<file path="src/soc_pkg.sv">
package soc_pkg;

    // master bus.
    typedef logic [31:0] bus_addr_t;
    typedef logic [31:0] bus_data_t;

    // address map, top nibble of the byte address.
    typedef logic [3:0] region_t;

    localparam region_t REGION_RAM  = 4'h0;
    localparam region_t REGION_ROM  = 4'h1;
    localparam region_t REGION_GPIO = 4'h2;
    localparam region_t REGION_TICK = 4'h3;

    localparam bus_data_t UNMAPPED_DATA = 32'hDEAD_BEEF;

    // data RAM, word addressed from bits 9:2.
    localparam int RAM_WORDS = 256;
    localparam int RAM_WAIT  = 2;
    localparam int RAM_CNT_W = $clog2(RAM_WAIT + 1);

    typedef logic [7:0]           ram_index_t;
    typedef logic [RAM_CNT_W-1:0] ram_wait_cnt_t;

    typedef enum logic [1:0] {
        IDLE,
        WAIT,
        DONE
    } ram_state_t;

    // boot ROM, word addressed from bits 7:2.
    localparam int ROM_WORDS = 64;

    typedef logic [5:0] rom_index_t;

    localparam logic [15:0] ROM_TAG = 16'hB007;

    // register offsets for the peripheral slaves.
    typedef logic [7:0] reg_offset_t;

    localparam reg_offset_t GPIO_OUT = 8'h00;
    localparam reg_offset_t GPIO_DIR = 8'h04;
    localparam reg_offset_t GPIO_IN  = 8'h08;

    localparam reg_offset_t TICK_COUNT    = 8'h00;
    localparam reg_offset_t TICK_PRESCALE = 8'h04;

endpackage

</file>
<file path="src/bus_decoder.sv">
module bus_decoder (
    input  logic                  bus_read_i,
    input  logic                  bus_write_i,
    input  soc_pkg::bus_addr_t    bus_addr_i,
    input  soc_pkg::bus_data_t    bus_wdata_i,
    output soc_pkg::bus_data_t    bus_rdata_o,
    output logic                  bus_stall_o,

    output logic                  ram_rd_o,
    output logic                  ram_wr_o,
    output soc_pkg::ram_index_t   ram_index_o,
    input  soc_pkg::bus_data_t    ram_rdata_i,
    input  logic                  ram_stall_i,

    output logic                  rom_rd_o,
    output soc_pkg::rom_index_t   rom_index_o,
    input  soc_pkg::bus_data_t    rom_rdata_i,
    input  logic                  rom_stall_i,

    output logic                  gpio_rd_o,
    output logic                  gpio_wr_o,
    output logic                  tick_rd_o,
    output logic                  tick_wr_o,
    output soc_pkg::reg_offset_t  reg_offset_o,
    output soc_pkg::bus_data_t    wdata_o,
    input  soc_pkg::bus_data_t    gpio_rdata_i,
    input  soc_pkg::bus_data_t    tick_rdata_i
);

    soc_pkg::region_t region;

    logic sel_ram;
    logic sel_rom;
    logic sel_gpio;
    logic sel_tick;

    assign region = bus_addr_i[31:28];

    assign sel_ram  = (region == soc_pkg::REGION_RAM);
    assign sel_rom  = (region == soc_pkg::REGION_ROM);
    assign sel_gpio = (region == soc_pkg::REGION_GPIO);
    assign sel_tick = (region == soc_pkg::REGION_TICK);

    // slave strobes, at most one of them is high.
    assign ram_rd_o  = bus_read_i  & sel_ram;
    assign ram_wr_o  = bus_write_i & sel_ram;
    assign rom_rd_o  = bus_read_i  & sel_rom;
    assign gpio_rd_o = bus_read_i  & sel_gpio;
    assign gpio_wr_o = bus_write_i & sel_gpio;
    assign tick_rd_o = bus_read_i  & sel_tick;
    assign tick_wr_o = bus_write_i & sel_tick;

    // shared address and data fan-out.
    assign ram_index_o  = bus_addr_i[9:2];
    assign rom_index_o  = bus_addr_i[7:2];
    assign reg_offset_o = bus_addr_i[7:0];
    assign wdata_o      = bus_wdata_i;

    // return path from the selected slave.
    always_comb begin
        case (region)
            soc_pkg::REGION_RAM: begin
                bus_rdata_o = ram_rdata_i;
                bus_stall_o = ram_stall_i;
            end
            soc_pkg::REGION_ROM: begin
                bus_rdata_o = rom_rdata_i;
                bus_stall_o = rom_stall_i;
            end
            soc_pkg::REGION_GPIO: begin
                bus_rdata_o = gpio_rdata_i;
                bus_stall_o = 1'b0;
            end
            soc_pkg::REGION_TICK: begin
                bus_rdata_o = tick_rdata_i;
                bus_stall_o = 1'b0;
            end
            default: begin
                // nothing lives here, complete at once.
                bus_rdata_o = soc_pkg::UNMAPPED_DATA;
                bus_stall_o = 1'b0;
            end
        endcase
    end

endmodule

</file>
<file path="config.mk">
export PLATFORM = sky130hd
export DESIGN_NAME = bus_decoder
export DESIGN_NICKNAME = d
export VERILOG_FILES = /design/src/soc_pkg.sv /design/src/bus_decoder.sv
export SDC_FILE = /design/constraint.sdc
export NUM_CORES = 1
export LEC_CHECK = 0
export BUFFER_PORTS_ARGS = -buffer_cell sky130_fd_sc_hd__buf_4
export CAP_MARGIN = 15
export CORE_AREA = 8 8 106 108
export DETAILED_ROUTE_END_ITERATION = 16
export DIE_AREA = 0 0 114 116
export SLEW_MARGIN = 20
export SYNTH_ARGS = -nofsm -noshare
export SYNTH_HDL_FRONTEND = slang
export SYNTH_SLANG_ARGS = --single-unit
</file>
<file path="constraint.sdc">
create_clock -name vclk -period 1.2
set_input_delay 0.24 -clock vclk [all_inputs]
set_output_delay 0.24 -clock vclk [all_outputs]
set_load 0.02 [all_outputs]
</file>
# After elaboration in Yosys (flattened, before gate mapping)
# Index checks and enable logic that the tools add are counted.
[word_totals] out_inout_bits=94 register_bits=0 elab_cells=13
[op_classes] mux=2 reduce_logical=1 n_eq_ne=3 bitwise=7
[ops] op="32-bit one-hot mux with 4 select lines" n=1
[ops] op="4-bit by 2-bit == test with 1-bit output, second input constant" n=2
[ops] op="1-bit AND" n=7
[ops] op="4-bit by 1-bit == test with 1-bit output, second input constant" n=1
[ops] op="4-bit logical NOT" n=1
[ops] op="1-bit one-hot mux with 2 select lines" n=1

# Depth between registers and ports, before layout
[depth] depth_word=2 mapped_depth=5 ltp_nobuf=2

# Least setup slack after synthesis
# Ideal clock, no wire load.
[synth_path] kind="input port to output port" startpoint="in bus_addr_i[28]" endpoint="out bus_rdata_o[10]" stages=5 arrival_time_ns=1.144 slack_ns=-0.184 path_cell_list="buf_4 buf_6 buf_6 mux2i_1 a22oi_1"
[synth_between] elab_chain_cells=2
[synth_lines] element="start: declaration" line="bus_decoder.sv:4" rtl="input soc_pkg::bus_addr_t bus_addr_i,"
[synth_lines] element="4-bit by 2-bit == test with 1-bit output, or another cell as far along" line="bus_decoder.sv:61" rtl="case (region)"
[synth_lines] element="32-bit one-hot mux with 4 select lines (*)" line="bus_decoder.sv:61"
[synth_lines] element="end: declaration" line="bus_decoder.sv:6" rtl="output soc_pkg::bus_data_t bus_rdata_o,"
# Mark *: on every way between the ends. The rest lies on a longest branch, timed or not.

# Worst setup path in the final report
[layout_path] startpoint="in bus_addr_i[29]" endpoint="out bus_rdata_o[0]"
# Same word-level chain as after synthesis.

==> key figures <==
Global routing
  – First-pass GRT wire length: 11,500 µm
  – Total congestion overflow: 0
  – Largest net degree at the start of global routing: 35
  – Antenna violations before repair: 0
  – Vias in the first global route: 2,127
  – Gr usage total: 10.8%

Final layout
  – Seq Cell Count: 0
  – Net count, final: 506
  – Antenna cells: 0
  – Clkbuf count: 0
  – Most frequent cells in the layout: buf_4, mux2i_1, buf_6
  – Commonest non-fill, non-tap cell in the layout: buf_4
  – FF/Latch Area: 0 µm²
  – Synth-to-layout area growth: 121%
  – Layout cell share with drive strength beyond 1: 81.8%

Placed design
  – Detailed placement HPWL: 6180 µm
  – RD Place Congestion: just under 0.8
  – Input/output buffers: 176

STA
  – Fin crit share: 120%
  – Endpoints failing setup: 40
  – Final Hold Violating Endpoints: 0
  – RSZ-0062 raised after global routing: true
  – Post-route setup TNS: -7.79 ns
  – Final setup margin: -0.237 ns
  – Tmin final: 1.44 ns
  – Worst slew pin tran: 0.254 ns
  – Worst slew margin: 82.6%
  – Final slew viol count: 0
  – Peak Freq: 696 MHz

Route
  – Pre-antenna DRT Iters: 2
  – DRC: 0
  – Routed wire per std cell: 18.4 µm
  – Antenna-violating nets left: 0
  – Via-to-Cell Ratio: 4.29
  – Routed via count: 1,894
  – Total Wirelength: 8130 µm
  – DR iter-0 viols: just under 50

Floorplanning
  – Die area: between 10,000 and 15,000 µm²
  – I/O pin count: 290
  – Die X: about 110 µm
  – Site Rows: 36
  – Core area: 9550 µm²
  – Die Height: 116 µm
  – Initial Util: 15.5%

Pwr
  – Leak: 1.51 nW
  – Cell Pwr Density: ~340 nW/µm²
  – Tot Pwr: 1.13 mW
  – Worst vdd ir: 0.117 mV

Critical path
  – Kind of critical path: in2out
  – Worst setup EP type: output pin
  – Worst Path Arrival: 1.20 ns
  – CP bufs+invs: 5
  – CP startpoint kind: input port
  – Kind of cell adding the most delay to the critical path: buffers and inverters
  – Crit path required time: 0.96 ns
  – Worst-path fanout max: 5
  – Most frequent CP cell: buf_6
  – Critical path's largest stage delay: between 0.15 and 0.2 ns
  – Crit-path cells: buf_8 > buf_6 > nor3b_4 > buf_6 > buf_12 > a22oi_2 > buf_6
  – CP max-delay cell: a22oi_2

Synthesis
  – Syn nets: 376
  – Top post-synthesis cells by area: mux2i_1, buf_4, a22oi_1
  – Synthesized area: 1480 µm²
  – Average cell area after synthesis: 8.23 µm²
  – Yosys cell types: 14
  – Cell count after synthesis: 180
  – Sequential element share of the synthesized area: 0%
  – Synth top area share: between 40% and 50%
  – Synth Warn #: 0
  – Dominant cell type by area after synthesis: mux2i_1

Min path
  – Hold crit path type: in2out

Clock tree
  – CTS Hold Buffers Added: 0

Run
  – Total of max-cap violations: 0

Outcome
  – Outcome: finished with violations
  – Failing checks: negative setup slack
-- cell families (layout without fill, tap and decap cells) --
family / after synthesis / in the layout / synth area share [%]
AND/OR/NAND/NOR: 15 / 17 / 6.17
multiplexers: 65 / 65 / 43.9
AO/OA/AOI/OAI: 32 / 32 / 15.5
buffers and inverters: 68 / 194 / 34.4
-- path summary, 6_finish.rpt --
path        endpoint            start  cells after the start
max   bus_rdata_o[0]   bus_addr_i[29]                      7
min      wdata_o[17]  bus_wdata_i[17]                      0
-- Yosys cell counts (all sizes together) --
| cell type | n |
|---|---|
| or3b | 1 |
| a22oi | 24 |
| nor3b | 1 |
| nor3 | 1 |
| nand2 | 1 |
| nand2b | 2 |
| and3 | 1 |
| mux2i | 65 |
| buf | 68 |
| or3 | 1 |
| o22ai | 8 |
| nor2 | 7 |
-- repair_timing --
action / in CTS / in global routing
resized for setup: 59 / 12
buffers inserted: 3 / 0
setup endpoints to repair: 40 / 40
cloned: 5 / 2
hold endpoints to repair: 0 / 0
pin swaps: 30 / 6
-- layer usage --
layer | vias to the layer above | part of all wire (%) | track usage [%]
li1 | 874 | - | -
met1 | 853 | 35 | 10.8
met2 | 137 | 50 | 20.1
met3 | 30 | 12 | 4.59
met4 | 0 | 2.5 | 2.75
met5 | - | 0 | 0
-- through the flow --
stage / setup slack (ns) / hold slack, ns / area (µm²) / instances / util, %
after floorplan: -0.0834 / 0.593 / 1780 / 180 / -
after global placement: -0.299 / 0.480 / 2840 / 431 / 29.8
after detailed placement: -0.308 / 0.480 / 2840 / 431 / 29.8
after CTS: -0.248 / 0.480 / 3180 / 439 / 33.3
after global routing: -0.284 / 0.480 / 3280 / 441 / 34.4
final: -0.237 / 0.480 / 3280 / 441 / 34.4
-- cell type report --
class / instances / area [µm²]
fill: 997 / 6270
timing repair buffer: 194 / 1780
multi-input combinational: 114 / 1340
tap: 133 / 166
-- power breakdown --
group | internal, mW | switching [mW] | total [mW]
combinational | 0.669 | 0.461 | 1.13
sequential | 0 | 0 | 0
clock | 0 | 0 | 0
total | 0.669 | 0.461 | 1.13
Power figures use the tool's default switching activity.
