--- src/soc_pkg.sv ---
package soc_pkg;

    // master bus.
    typedef logic [31:0] bus_addr_t;
    typedef logic [31:0] bus_data_t;

    // address map, top nibble of the byte address.
    typedef logic [3:0] region_t;

    localparam region_t REGION_RAM  = 4'h0;
    localparam region_t REGION_ROM  = 4'h1;
    localparam region_t REGION_GPIO = 4'h2;
    localparam region_t REGION_TICK = 4'h3;

    localparam bus_data_t UNMAPPED_DATA = 32'hDEAD_BEEF;

    // data RAM, word addressed from bits 9:2.
    localparam int RAM_WORDS = 256;
    localparam int RAM_WAIT  = 2;
    localparam int RAM_CNT_W = $clog2(RAM_WAIT + 1);

    typedef logic [7:0]           ram_index_t;
    typedef logic [RAM_CNT_W-1:0] ram_wait_cnt_t;

    typedef enum logic [1:0] {
        IDLE,
        WAIT,
        DONE
    } ram_state_t;

    // boot ROM, word addressed from bits 7:2.
    localparam int ROM_WORDS = 64;

    typedef logic [5:0] rom_index_t;

    localparam logic [15:0] ROM_TAG = 16'hB007;

    // register offsets for the peripheral slaves.
    typedef logic [7:0] reg_offset_t;

    localparam reg_offset_t GPIO_OUT = 8'h00;
    localparam reg_offset_t GPIO_DIR = 8'h04;
    localparam reg_offset_t GPIO_IN  = 8'h08;

    localparam reg_offset_t TICK_COUNT    = 8'h00;
    localparam reg_offset_t TICK_PRESCALE = 8'h04;

endpackage

--- src/tick_counter.sv ---
module tick_counter (
    input  logic                  clk,
    input  logic                  rst_i,
    input  logic                  rd_i,
    input  logic                  wr_i,
    input  soc_pkg::reg_offset_t  offset_i,
    input  soc_pkg::bus_data_t    wdata_i,
    output soc_pkg::bus_data_t    rdata_o
);

    soc_pkg::bus_data_t count_q;
    soc_pkg::bus_data_t prescale_q;
    soc_pkg::bus_data_t phase_q;

    always_ff @(posedge clk) begin
        if (rst_i) begin
            count_q    <= '0;
            prescale_q <= '0;
            phase_q    <= '0;
        end else begin
            if (wr_i && offset_i == soc_pkg::TICK_PRESCALE) begin
                prescale_q <= wdata_i;
            end
            // a count load also restarts the divider.
            if (wr_i && offset_i == soc_pkg::TICK_COUNT) begin
                count_q <= wdata_i;
                phase_q <= '0;
            end else if (phase_q >= prescale_q) begin
                count_q <= count_q + 1'b1;
                phase_q <= '0;
            end else begin
                phase_q <= phase_q + 1'b1;
            end
        end
    end

    always_comb begin
        rdata_o = '0;
        if (rd_i) begin
            case (offset_i)
                soc_pkg::TICK_COUNT:    rdata_o = count_q;
                soc_pkg::TICK_PRESCALE: rdata_o = prescale_q;
                default:                rdata_o = '0;
            endcase
        end
    end

endmodule

--- config.mk ---
export PLATFORM = sky130hd
export DESIGN_NAME = tick_counter
export DESIGN_NICKNAME = d
export VERILOG_FILES = /design/src/soc_pkg.sv /design/src/tick_counter.sv
export SDC_FILE = /design/constraint.sdc
export NUM_CORES = 1
export LEC_CHECK = 0
export ABC_AREA = 1
export ABC_CLOCK_PERIOD_IN_PS = 2770
export BUFFER_PORTS_ARGS = -buffer_cell sky130_fd_sc_hd__buf_4
export CORE_MARGIN = 1.5
export CORE_UTILIZATION = 62
export CTS_CLUSTER_DIAMETER = 30
export DETAILED_ROUTE_END_ITERATION = 16
export GPL_TIMING_DRIVEN = 0
export PLACE_DENSITY = 0.83
export SLEW_MARGIN = 25
export SYNTH_ARGS = -nofsm -noshare
export SYNTH_HDL_FRONTEND = slang
export SYNTH_SLANG_ARGS = --single-unit
--- constraint.sdc ---
create_clock -name clk -period 2.77 [get_ports clk]
set_clock_uncertainty 0.05 [all_clocks]
set_input_delay 0.1385 -clock clk [delete_from_list [all_inputs] [get_ports clk]]
set_output_delay 0.1385 -clock clk [all_outputs]
set_load 0.05 [all_outputs]
; ---- Yosys cells after proc, flatten, opt, wreduce, memory -nomap -nowiden
; Index checks and enable logic that the tools add are counted.
[totals]
register_bits = 96
inputBits = 44
out_inout_bits = 32
word_cells = 16
[classes]
n_addsub = 2
magnitude_cmp = 1
eq_ne = 1
n_mux = 4
reduce_logical = 5
[op_table]
columns = op, n
row1 = 32-bit 2-to-1 mux, 3
row2 = 32-bit by 1-bit adder with 32-bit output (second input constant), 2
row3 = 32-bit case mux with 2 select lines, 1
row4 = 32-bit greater-or-equal comparator, 1
row5 = 8-bit by 3-bit == test with 1-bit output (second input constant), 1
row6 = 8-bit logical NOT, 1
row7 = 3-bit OR reduction, 1
row8 = 1-bit logical AND, 2
row9 = 2-bit nonzero test, 1

; ---- Depth between registers and ports, before layout
[logic_depth]
depth_word = 3
mapped_depth = 17

; ---- Least setup slack after synthesis
; OpenSTA, ideal clock, no wires.
[synth_path]
kind = input-to-output
start = input port offset_i[1]
end = output port rdata_o[10]
arrival_ns = 1.798
required_ns = 2.582
path_slack_ns = 0.783
cell_stages = 6
n_path_buf = 1
path_cell_list = nor2_1 > nand2_1 > nor3_4 > clkbuf_1 > nand2_1 > a21oi_1
[synth_between]
elab_chain_cells = 3
word_cells_on_any_way = 4
[synth_lines]
columns = item, line_no
row1 = start: declaration, tick_counter.sv:6  ; input soc_pkg::reg_offset_t offset_i,
row2 = 8-bit by 3-bit == test with 1-bit output / 8-bit logical NOT (equally long branches), tick_counter.sv:40  ; case (offset_i)
row3 = 32-bit case mux with 2 select lines *, tick_counter.sv:40
row4 = 32-bit 2-to-1 mux *, tick_counter.sv:39  ; if (rd_i) begin
row5 = end: declaration, tick_counter.sv:8  ; output soc_pkg::bus_data_t rdata_o
; Every way passes the cells marked *; elsewhere a longest branch is shown, timed or not.

; ---- Worst setup path in the final report
[layout_path]
start = register prescale_q[5]
end = register count_q[18]
[layout_between]
elab_chain_cells = 2
[layout_lines]
columns = item, line_no
row1 = start: declaration, tick_counter.sv:12  ; soc_pkg::bus_data_t prescale_q;
row2 = start signal: assignment, tick_counter.sv:22  ; prescale_q <= wdata_i;
row3 = 32-bit greater-or-equal comparator, tick_counter.sv:28  ; end else if (phase_q >= prescale_q) begin
row4 = 2-bit nonzero test (no line), -
row5 = end signal: assignment, tick_counter.sv:26  ; count_q <= wdata_i;
row6 = end signal: assignment, tick_counter.sv:29  ; count_q <= count_q + 1'b1;
row7 = end: declaration, tick_counter.sv:11  ; soc_pkg::bus_data_t count_q;
; Every way passes these cells.
; A chain may end at the register's enable or synchronous reset.

==> metrics <==
status=completed; Required @ worst endpoint=3.06 ns; worst hold endpoint=prescale_q[5]$_SDFFE_PP0P_; Overall Power=between 2 and 2.5 mW; Post-Syn Instances=roughly 1,000; fmax=0.450 GHz; syn nets=between 1,000 and 1,500; Placed Area=0.00711 sq mm; fin area=0.00742 sq mm; Nets=1,180; maximum clock path buffer count=2; Slew Viols, Final=0; Fin. Hold Viols=0; initial antenna violation count=0; Final Non-Filler Cells=1,240; Pwr Density=roughly 330 mW/mm^2; min-delay worst type=in -> reg; vias in the first global route=about 6,400; clock latency on the worst-skew pair=0.40 ns; commonest non-fill, non-tap cell in the layout=nand2_1; Register-to-Register Path Depth=12; drt drc=0; GPL Wtd Cong=0.980; Final setup viols=0; Worst VDD drop=between 0.0003 and 0.0004 V; Via density=5.54; post-CTS sizing=0; clk slew on worst S/H paths=0.10 ns; largest fanout on the critical path=10; asr flop ratio synth=0; #FFs+latches synth=96; 1st-pass router iterations=5; sequential area share after synthesis=0.301; post-layout util=0.749; TNS Setup=0 ns; Syn Std Cell Area=0.00639 sq mm; core area=0.00991 sq mm; fill count=924; Layout area overhead=16.1%; clk root buf=clkbuf_8; Die Height=about 100 um; Cells on Worst Hold Path=3; DR WL/cell=15.6 um; die area=0.0109 sq mm; startpoint types=register; layout cells sized above 1=0.120; via count=approximately 6,900; port bufs=74; n_diodes=0; placed cell count=1,210; H-tree depth=3; Tmin final=2.22 ns; Leakage Power=2.84 nW; reg2reg setup slack=0.55 ns; fin crit share=0.802; global-route wire length before repair=slightly above 30,000 um; YS warnings=0; Initial DRC Count=536; maxcap violations=0; TritonCTS buffer count=9; WP data arrival=approximately 2.5 ns; RR Startpoint=prescale_q[5]$_SDFFE_PP0P_; Min-Delay Startpoint=wdata_i[5]; final wirelength=19,400 um; commonest cells after routing, fill and taps aside=nand2_1 (293), nor2_1 (138), inv_1 (99); R2R Path End=count_q[18]$_SDFFE_PP0P_; number of synthesized flops with an enable pin=0; largest net degree at the start of global routing=16; Worst-Margin Slew=0.630 ns; CTS tree=built; Site Rows=36; io pins=76; average size of a mapped cell=6.37 sq um; Overflow after GRT=0; Top FF cell, synth=dfxtp_1; Setup Crit Path Kind=reg -> reg; Tot GR Track Use=0.363; Slew HR=0.580; Worst setup EP type=register; post-synth cell types=40; Die X=105 um; hpwl dp=15,200 um; Post-DRT Antenna Nets=0; Clock Sinks=96; initial core utilization=0.645; RSZ-0062 raised after global routing=false
## routing by layer
metal  share of wire  up-vias  track usage
met5               0        -            0
met4           0.047        0        0.193
met3           0.074       67       0.0705
met2            0.46      267        0.586
met1            0.42     3069        0.458
li1                -     3469            -
## sequential cells by signal, summed over array words and instances (netlist names)
register,cells
count_q,32
prescale_q,32
phase_q,32
## what timing repair did
| action | in CTS | in global routing |
|---|---|---|
| hold buffers | 14 | 0 |
| buffers inserted | 0 | 0 |
| setup endpoints to repair | 0 | 0 |
| endpoints found under the hold margin | 14 | 0 |
## final cells by class
class,count,area (sq um),share of cell area
buffer,39,199,0.0268
sequential,96,1920,0.259
tap,133,166,0.0224
timing repair buffer,88,696,0.0938
inverter,101,379,0.0511
clock inverter,4,30.0,0.00405
clock buffer,12,135,0.0182
multi-input combinational,767,3890,0.525
## worst max-delay path by stage
stage                                    end                         from  cells past startpoint  slack [ns]
floorplan                        rdata_o[10]                  offset_i[1]                      6        0.78
global placement    count_q[23]$_SDFFE_PP0P_        phase_q[7]$_SDFF_PP0_                     10        0.62
detailed placement    phase_q[23]$_SDFF_PP0_  prescale_q[31]$_SDFFE_PP0P_                     10        0.60
CTS                   phase_q[23]$_SDFF_PP0_  prescale_q[31]$_SDFFE_PP0P_                     10        0.58
global route        count_q[20]$_SDFFE_PP0P_   prescale_q[5]$_SDFFE_PP0P_                     12        0.28
finish              count_q[18]$_SDFFE_PP0P_   prescale_q[5]$_SDFFE_PP0P_                     12        0.55
## critical path, cell delays in order (launching register included)
cell and delay (ns):
dfxtp_1 0.35, inv_1 0.07, ha_1 0.30, a21oi_1 0.15
nor2_1 0.05, nor2_1 0.08, nand3_1 0.11, nand2_1 0.08
nand2_1 0.06, nand2_2 0.22, clkbuf_1 0.39, nand4_1 0.15
nand2_1 0.10
## stage by stage
stage / setup slack, ns / hold slack, ns
global route: 0.285 / 0.00938
detailed placement: 0.603 / 0.406
CTS: 0.582 / 0.000166
floorplan: 0.783 / 0.264
global placement: 0.618 / 0.401
finish: 0.548 / 0.00757
## report_power, final
part / internal, mW / total (mW) / switching, mW
clock network: 0.331 / 0.862 / 0.531
registers: 1.39 / 1.41 / 0.0157
logic: 0.0846 / 0.199 / 0.114
## synthesized netlist by cell type (15+ instances only)
master    count  area, sq um
a211oi_1     31          233
a21oi_1      65          325
clkbuf_1     21         78.8
dfxtp_1      96         1920
ha_1         34          425
inv_1        99          372
nand2_1     293         1100
nand3_1      60          300
nand4_1      26          163
nor2_1      138          518
o21ai_0      18         90.1
o21ai_1      20          100
xor2_1       15          131
## cells by family (layout without fill, tap and decap cells)
group / Yosys count / count (layout) / synth area share
xor gates and xnor gates: 23 / 23 / 0.0315
AOI/OAI and AO/OA: 144 / 144 / 0.129
DFF: 96 / 96 / 0.301
adders and majority gates: 34 / 34 / 0.0665
buffers and inverters: 140 / 244 / 0.0904
and+or+nand+nor: 566 / 566 / 0.382
No activity file was read; power rests on OpenSTA's default activity.
