<file path="src/soc_pkg.sv">
package soc_pkg;

    // master bus.
    typedef logic [31:0] bus_addr_t;
    typedef logic [31:0] bus_data_t;

    // address map, top nibble of the byte address.
    typedef logic [3:0] region_t;

    localparam region_t REGION_RAM  = 4'h0;
    localparam region_t REGION_ROM  = 4'h1;
    localparam region_t REGION_GPIO = 4'h2;
    localparam region_t REGION_TICK = 4'h3;

    localparam bus_data_t UNMAPPED_DATA = 32'hDEAD_BEEF;

    // data RAM, word addressed from bits 9:2.
    localparam int RAM_WORDS = 256;
    localparam int RAM_WAIT  = 2;
    localparam int RAM_CNT_W = $clog2(RAM_WAIT + 1);

    typedef logic [7:0]           ram_index_t;
    typedef logic [RAM_CNT_W-1:0] ram_wait_cnt_t;

    typedef enum logic [1:0] {
        IDLE,
        WAIT,
        DONE
    } ram_state_t;

    // boot ROM, word addressed from bits 7:2.
    localparam int ROM_WORDS = 64;

    typedef logic [5:0] rom_index_t;

    localparam logic [15:0] ROM_TAG = 16'hB007;

    // register offsets for the peripheral slaves.
    typedef logic [7:0] reg_offset_t;

    localparam reg_offset_t GPIO_OUT = 8'h00;
    localparam reg_offset_t GPIO_DIR = 8'h04;
    localparam reg_offset_t GPIO_IN  = 8'h08;

    localparam reg_offset_t TICK_COUNT    = 8'h00;
    localparam reg_offset_t TICK_PRESCALE = 8'h04;

endpackage

</file>
<file path="src/gpio_ctl.sv">
module gpio_ctl (
    input  logic                  clk,
    input  logic                  rst_i,
    input  logic                  rd_i,
    input  logic                  wr_i,
    input  soc_pkg::reg_offset_t  offset_i,
    input  soc_pkg::bus_data_t    wdata_i,
    output soc_pkg::bus_data_t    rdata_o,
    input  soc_pkg::bus_data_t    gpio_i,
    output soc_pkg::bus_data_t    gpio_o,
    output soc_pkg::bus_data_t    gpio_oe_o
);

    soc_pkg::bus_data_t out_q;
    soc_pkg::bus_data_t dir_q;
    soc_pkg::bus_data_t in_meta_q;
    soc_pkg::bus_data_t in_sync_q;

    always_ff @(posedge clk) begin
        if (rst_i) begin
            out_q <= '0;
            dir_q <= '0;
        end else if (wr_i) begin
            case (offset_i)
                soc_pkg::GPIO_OUT: out_q <= wdata_i;
                soc_pkg::GPIO_DIR: dir_q <= wdata_i;
                default: ;
            endcase
        end
    end

    // two flops before the pins reach the bus.
    always_ff @(posedge clk) begin
        in_meta_q <= gpio_i;
        in_sync_q <= in_meta_q;
    end

    always_comb begin
        rdata_o = '0;
        if (rd_i) begin
            case (offset_i)
                soc_pkg::GPIO_OUT: rdata_o = out_q;
                soc_pkg::GPIO_DIR: rdata_o = dir_q;
                soc_pkg::GPIO_IN:  rdata_o = in_sync_q;
                default:           rdata_o = '0;
            endcase
        end
    end

    assign gpio_o    = out_q;
    assign gpio_oe_o = dir_q;

endmodule

</file>
<file path="config.mk">
export PLATFORM = sky130hd
export DESIGN_NAME = gpio_ctl
export DESIGN_NICKNAME = d
export VERILOG_FILES = /design/src/soc_pkg.sv /design/src/gpio_ctl.sv
export SDC_FILE = /design/constraint.sdc
export NUM_CORES = 1
export LEC_CHECK = 0
export ABC_AREA = 1
export BUFFER_PORTS_ARGS = -buffer_cell sky130_fd_sc_hd__buf_2
export CAP_MARGIN = 20
export CELL_PAD_IN_SITES_DETAIL_PLACEMENT = 0
export CELL_PAD_IN_SITES_GLOBAL_PLACEMENT = 1
export CORE_MARGIN = 2
export CORE_UTILIZATION = 38
export DETAILED_ROUTE_END_ITERATION = 8
export PLACE_DENSITY_LB_ADDON = 0.1
export SLEW_MARGIN = 20
export SYNTH_ARGS = -nofsm -noshare
export SYNTH_HDL_FRONTEND = slang
export SYNTH_SLANG_ARGS = --single-unit
</file>
<file path="constraint.sdc">
create_clock -name clk -period 3 [get_ports clk]
set_clock_uncertainty 0.05 [all_clocks]
set_input_delay 0 -clock clk [delete_from_list [all_inputs] [get_ports clk]]
set_output_delay 0 -clock clk [all_outputs]
set_load 0.05 [all_outputs]
</file>
---- After elaboration in Yosys (flattened, before gate mapping) ----
Cells that the tools add are included.
W data, S select, Z words.
cells by class
  equality and inequality tests ........... 2
  mux-type cells .......................... 2
  reductions and logical operators ........ 3
operators by type and width
  operator              count
  $pmux W32 S3          1
  $mux W32              1
  $eq A8 B3 Y1 const B  1
  $eq A8 B4 Y1 const B  1
  $logic_not A8 Y1      1
  $reduce_and A2 Y1     2
storage, ports and cells
  register bits after elaboration ......... 128
  input bits .............................. 76
  output and inout bits ................... 96
  logic and storage cells ................. 11

---- Depth between registers and ports, before layout ----
  depth after elaboration ................. 3
  gate-level depth with buffers ........... 9
  depth with buffers taken out ............ 7

---- Worst setup path before layout ----
Ideal clock, no wire load.
  path kind ............................... register to output
  start ................................... register out_q[20] (netlist: gpio_o[20])
  end ..................................... output rdata_o[20]
  arrival ................................. 1564 ps
  data required time ...................... 2950 ps
  slack ................................... 1386 ps
  cell stages (with the launch flop) ...... 4
  path buffers ............................ 0
  path through ............................ dfxtp_1 -> nor3b_1 -> nor2_1 -> nor2_1
between the ends
  cells in the longest elaborated chain, start to end .. 2
RTL lines
  what                    RTL line        RTL
  from (decl)             gpio_ctl.sv:14  soc_pkg::bus_data_t out_q;
  from (signal assigned)  gpio_ctl.sv:25  soc_pkg::GPIO_OUT: out_q <= wdata_i;
  $pmux W32 S3            gpio_ctl.sv:41  case (offset_i)
  $mux W32                gpio_ctl.sv:40  if (rd_i) begin
  to (decl)               gpio_ctl.sv:8   output soc_pkg::bus_data_t rdata_o,
Every way passes these cells.

---- Final worst setup path ----
  start ................................... input offset_i[7]
  end ..................................... output rdata_o[19]
between the ends
  cells in the longest elaborated chain, start to end .. 3
  elaborated cells on any way between the ends .. 5
  those cells by class .................... eq/ne (2); mux (2); reduce/logical (1)
RTL lines
  what                                        RTL line        RTL
  from (decl)                                 gpio_ctl.sv:6   input soc_pkg::reg_offset_t offset_i,
  $eq A8 B4 Y1, or another cell as far along  gpio_ctl.sv:41
  $pmux W32 S3 (*)                            gpio_ctl.sv:41
  $mux W32 (*)                                gpio_ctl.sv:40
Every way passes the cells marked *; elsewhere a longest branch is shown, timed or not.

==> results by group <==
Critical path
  • Critical path type: input pin to output pin
  • CP max stage cell: inv_2
  • Worst Reg-to-Reg Cells: 2
  • Crit path arrival time: 2020 ps
  • CP Launch Point: offset_i[7]
  • CP most frequent cell: nor2_1
  • Critical path peak fanout: 22
  • Worst EP required: 2950 ps
  • R2R setup slack: 2310 ps
  • Slowest Stage Delay on Critical Path: 360 ps
  • RR Startpoint: gpio_o[24]$_SDFFE_PP0P_
  • CP Capture Point: rdata_o[19]
  • CP cell instances: buf_2 > nor2_1 > nand2_2 > inv_2 > buf_4 > nand2_2 > nor2_1 > nor2_1 > nor2_1 > buf_2
  • Crit. End Element: output pin
  • Nature of the critical path startpoint: input pin
  • Reg2reg end: gpio_o[24]$_SDFFE_PP0P_

Global routing
  • GRT Residual Overflow: 0
  • Tot GR Track Use: 0.2151
  • Pin count of the biggest net entering global routing: 97
  • Initial antenna violation count: 0
  • First-pass GRT wire length: 24,350 µm
  • Vias in the first global route: 4,932

Yosys
  • Synth area leaders: dfxtp_1 50%, nor2_1 14%, nand3_1 10%, nand2_1 9.4%, inv_1 4.7%
  • Number of synthesized register bits: approximately 130
  • Synth top area share: 0.5015
  • Seq/Total Area, Yosys: 0.5015
  • Post-Syn Nets: 782
  • Post-synthesis area per instance: 7.238 µm²
  • Synth cell types: 17
  • Leading area contributor after synthesis: dfxtp_1
  • Mapped Cells: 706
  • Syn Std Cell Area: a little over 5000 µm²
  • Ys Warns: 0

Placement
  • Placed cell area: 5943 µm²
  • Detailed Place HPWL: 9581 µm
  • Gpl congestion: 0.7969
  • IO Port Bufs: 171

Routing
  • Drt first pass iters: 4
  • Metal-1 WL: 6708 µm
  • Drt total wl: about 15,000 µm
  • Vias/cell: 4.518
  • Post-route ant nets: 0
  • WL/cell: between 10 and 15 µm
  • Met3 WL post-DR: 942 µm
  • DRC: 0
  • Vias post-DR: 5,011
  • Max layer used: met4
  • DRC marker count from the first detailed-route iteration: 262
  • Met2 wire length: around 7100 µm

CTS
  • Postcts setup bufs: 0
  • Root Buffer: clkbuf_16
  • TritonCTS Buffers: 17
  • CTS Buffer Depth: 2
  • Clock latency on the worst-skew pair: 410 ps
  • Worst-path clk slew: roughly 50 ps
  • CTS tree: done
  • CTS H-tree lvls: 4
  • CTS Sinks: 128

Floorplanning
  • Core ar.: 13,190 µm²
  • Die area: 14,390 µm²
  • Rows: 42
  • Die Width: 120.0 µm
  • Initial Util: 0.3874
  • DIE HEIGHT: ~120 µm
  • IO Count: between 150 and 200

Timing
  • RSZ-0062 raised after global routing: no
  • Slew headroom: 0.3558
  • Worst Max-Slew Pin Slew: 965.9 ps
  • Fmax: roughly 480 MHz
  • Crit path time final: 2069 ps
  • TNS Setup: 0 ps
  • Final-report max-slew violation count: 0
  • Final setup violating endpoints: 0
  • Fin crit share: 0.6897
  • Final hold vios: 0
  • Hold WS: 170.2 ps

Power and ir drop
  • Maximum VDD drop: 0.0003382 V
  • Pwr Density: 555.7 nW/µm²
  • Static Leakage: 3.526 nW

Final layout
  • Sequential standard cell area: approximately 2600 µm²
  • N_diodes: 0
  • Area Overhead vs Synth: 40.43%
  • Fill cells: approximately 1.3k
  • Share of layout cells above drive strength 1: 0.2347
  • Multi-input gate area: 1997 µm²
  • Fin nets: 997
  • Most common cell after layout, fill and taps aside: nor2_1
  • Most frequent cells in the layout: 189 x nor2_1, 170 x buf_2, 128 x nand2_1, 128 x dfxtp_1, 102 x nand3_1
  • Final Cell Area: 7176 µm²

Job
  • Max Cap Viol: 0

Worst hold path
  • Worst hold path class: input pin to flop

Outcome
  • Status: finished clean
## cell families after synthesis
group | count (synthesis) | share of synthesized area
flip-flops | 128 | 0.5015
AND/OR/NAND/NOR | 432 | 0.3533
buffers and inverters | 113 | 0.1087
AO/OA/AOI/OAI | 33 | 0.03648
## Yosys cell counts
| cell | count |
|---|---|
| nor2_4 | 4 |
| nor2_1 | 189 |
| nand2_2 | 4 |
| buf_2 | 9 |
| o2111ai_4 | 1 |
| buf_1 | 9 |
| nand2_1 | 128 |
| nand3_1 | 102 |
| dfxtp_1 | 128 |
| inv_1 | 64 |
| nor3b_1 | 3 |
| buf_6 | 11 |
| a21oi_1 | 32 |
| clkbuf_1 | 6 |
| inv_2 | 4 |
| nor2_2 | 2 |
| buf_4 | 10 |
## final cells by class
| type | count | area share |
|---|---|---|
| timing repair buffer | 241 | 0.2173 |
| multi-input combinational | 465 | 0.2783 |
| sequential | 128 | 0.3571 |
| clock buffer | 27 | 0.07428 |
| clock inverter | 4 | 0.006626 |
| tap | 176 | 0.03069 |
| inverter | 68 | 0.03575 |
## timing repair
| item | in CTS | in global routing |
|---|---|---|
| gates resized for setup | 0 | 0 |
| endpoints found under the hold margin | 96 | 0 |
| hold buffers | 65 | 0 |
## per-layer routing
| layer | GRT usage | up-vias |
|---|---|---|
| met5 | 0 | - |
| met4 | 0.09118 | 0 |
| met3 | 0.05846 | 25 |
| met2 | 0.3594 | 148 |
| met1 | 0.2597 | 2239 |
| li1 | - | 2599 |
## registers in the layout, summed over array words and instances (netlist names)
register and flops:
gpio_o 32, in_sync_q 32, gpio_oe_o 32, in_meta_q 32
## worst max-delay path, delay by kind of cell
| kind | cells | cell delay, ps |
|---|---|---|
| buffers and inverters | 4 | 1070 |
| AND/OR/NAND/NOR | 6 | 930 |
## worst min-delay path by stage
stage	cells past startpoint	to	start	slack (ps)
after floorplan	0	in_meta_q[0]$_DFF_P_	gpio_i[0]	-20
after global placement	1	in_meta_q[25]$_DFF_P_	gpio_i[25]	50
after detailed placement	1	in_meta_q[15]$_DFF_P_	gpio_i[15]	50
after CTS	2	in_meta_q[8]$_DFF_P_	gpio_i[8]	150
after global routing	2	in_meta_q[15]$_DFF_P_	gpio_i[15]	170
final	2	in_meta_q[8]$_DFF_P_	gpio_i[8]	170
## report_power, final
part,internal [mW],switching [mW],leakage [nW]
combinational,0.116,0.119,2.19
sequential,1.75,0.0131,1.06
clock,1.29,0.703,0.285
total,3.15,0.835,3.53
## per-stage QoR
stage	setup slack, ps	utilization	cells	power [mW]
after floorplan	1386	-	706	1.890
after global placement	949.4	0.4506	1013	1.964
after detailed placement	888.1	0.4506	1013	1.967
after CTS	912.0	0.5439	1109	4.026
after global routing	690.9	0.5440	1109	4.135
final	931.0	0.5440	1109	3.987
Note: power is estimated with default switching activity, not from simulation.
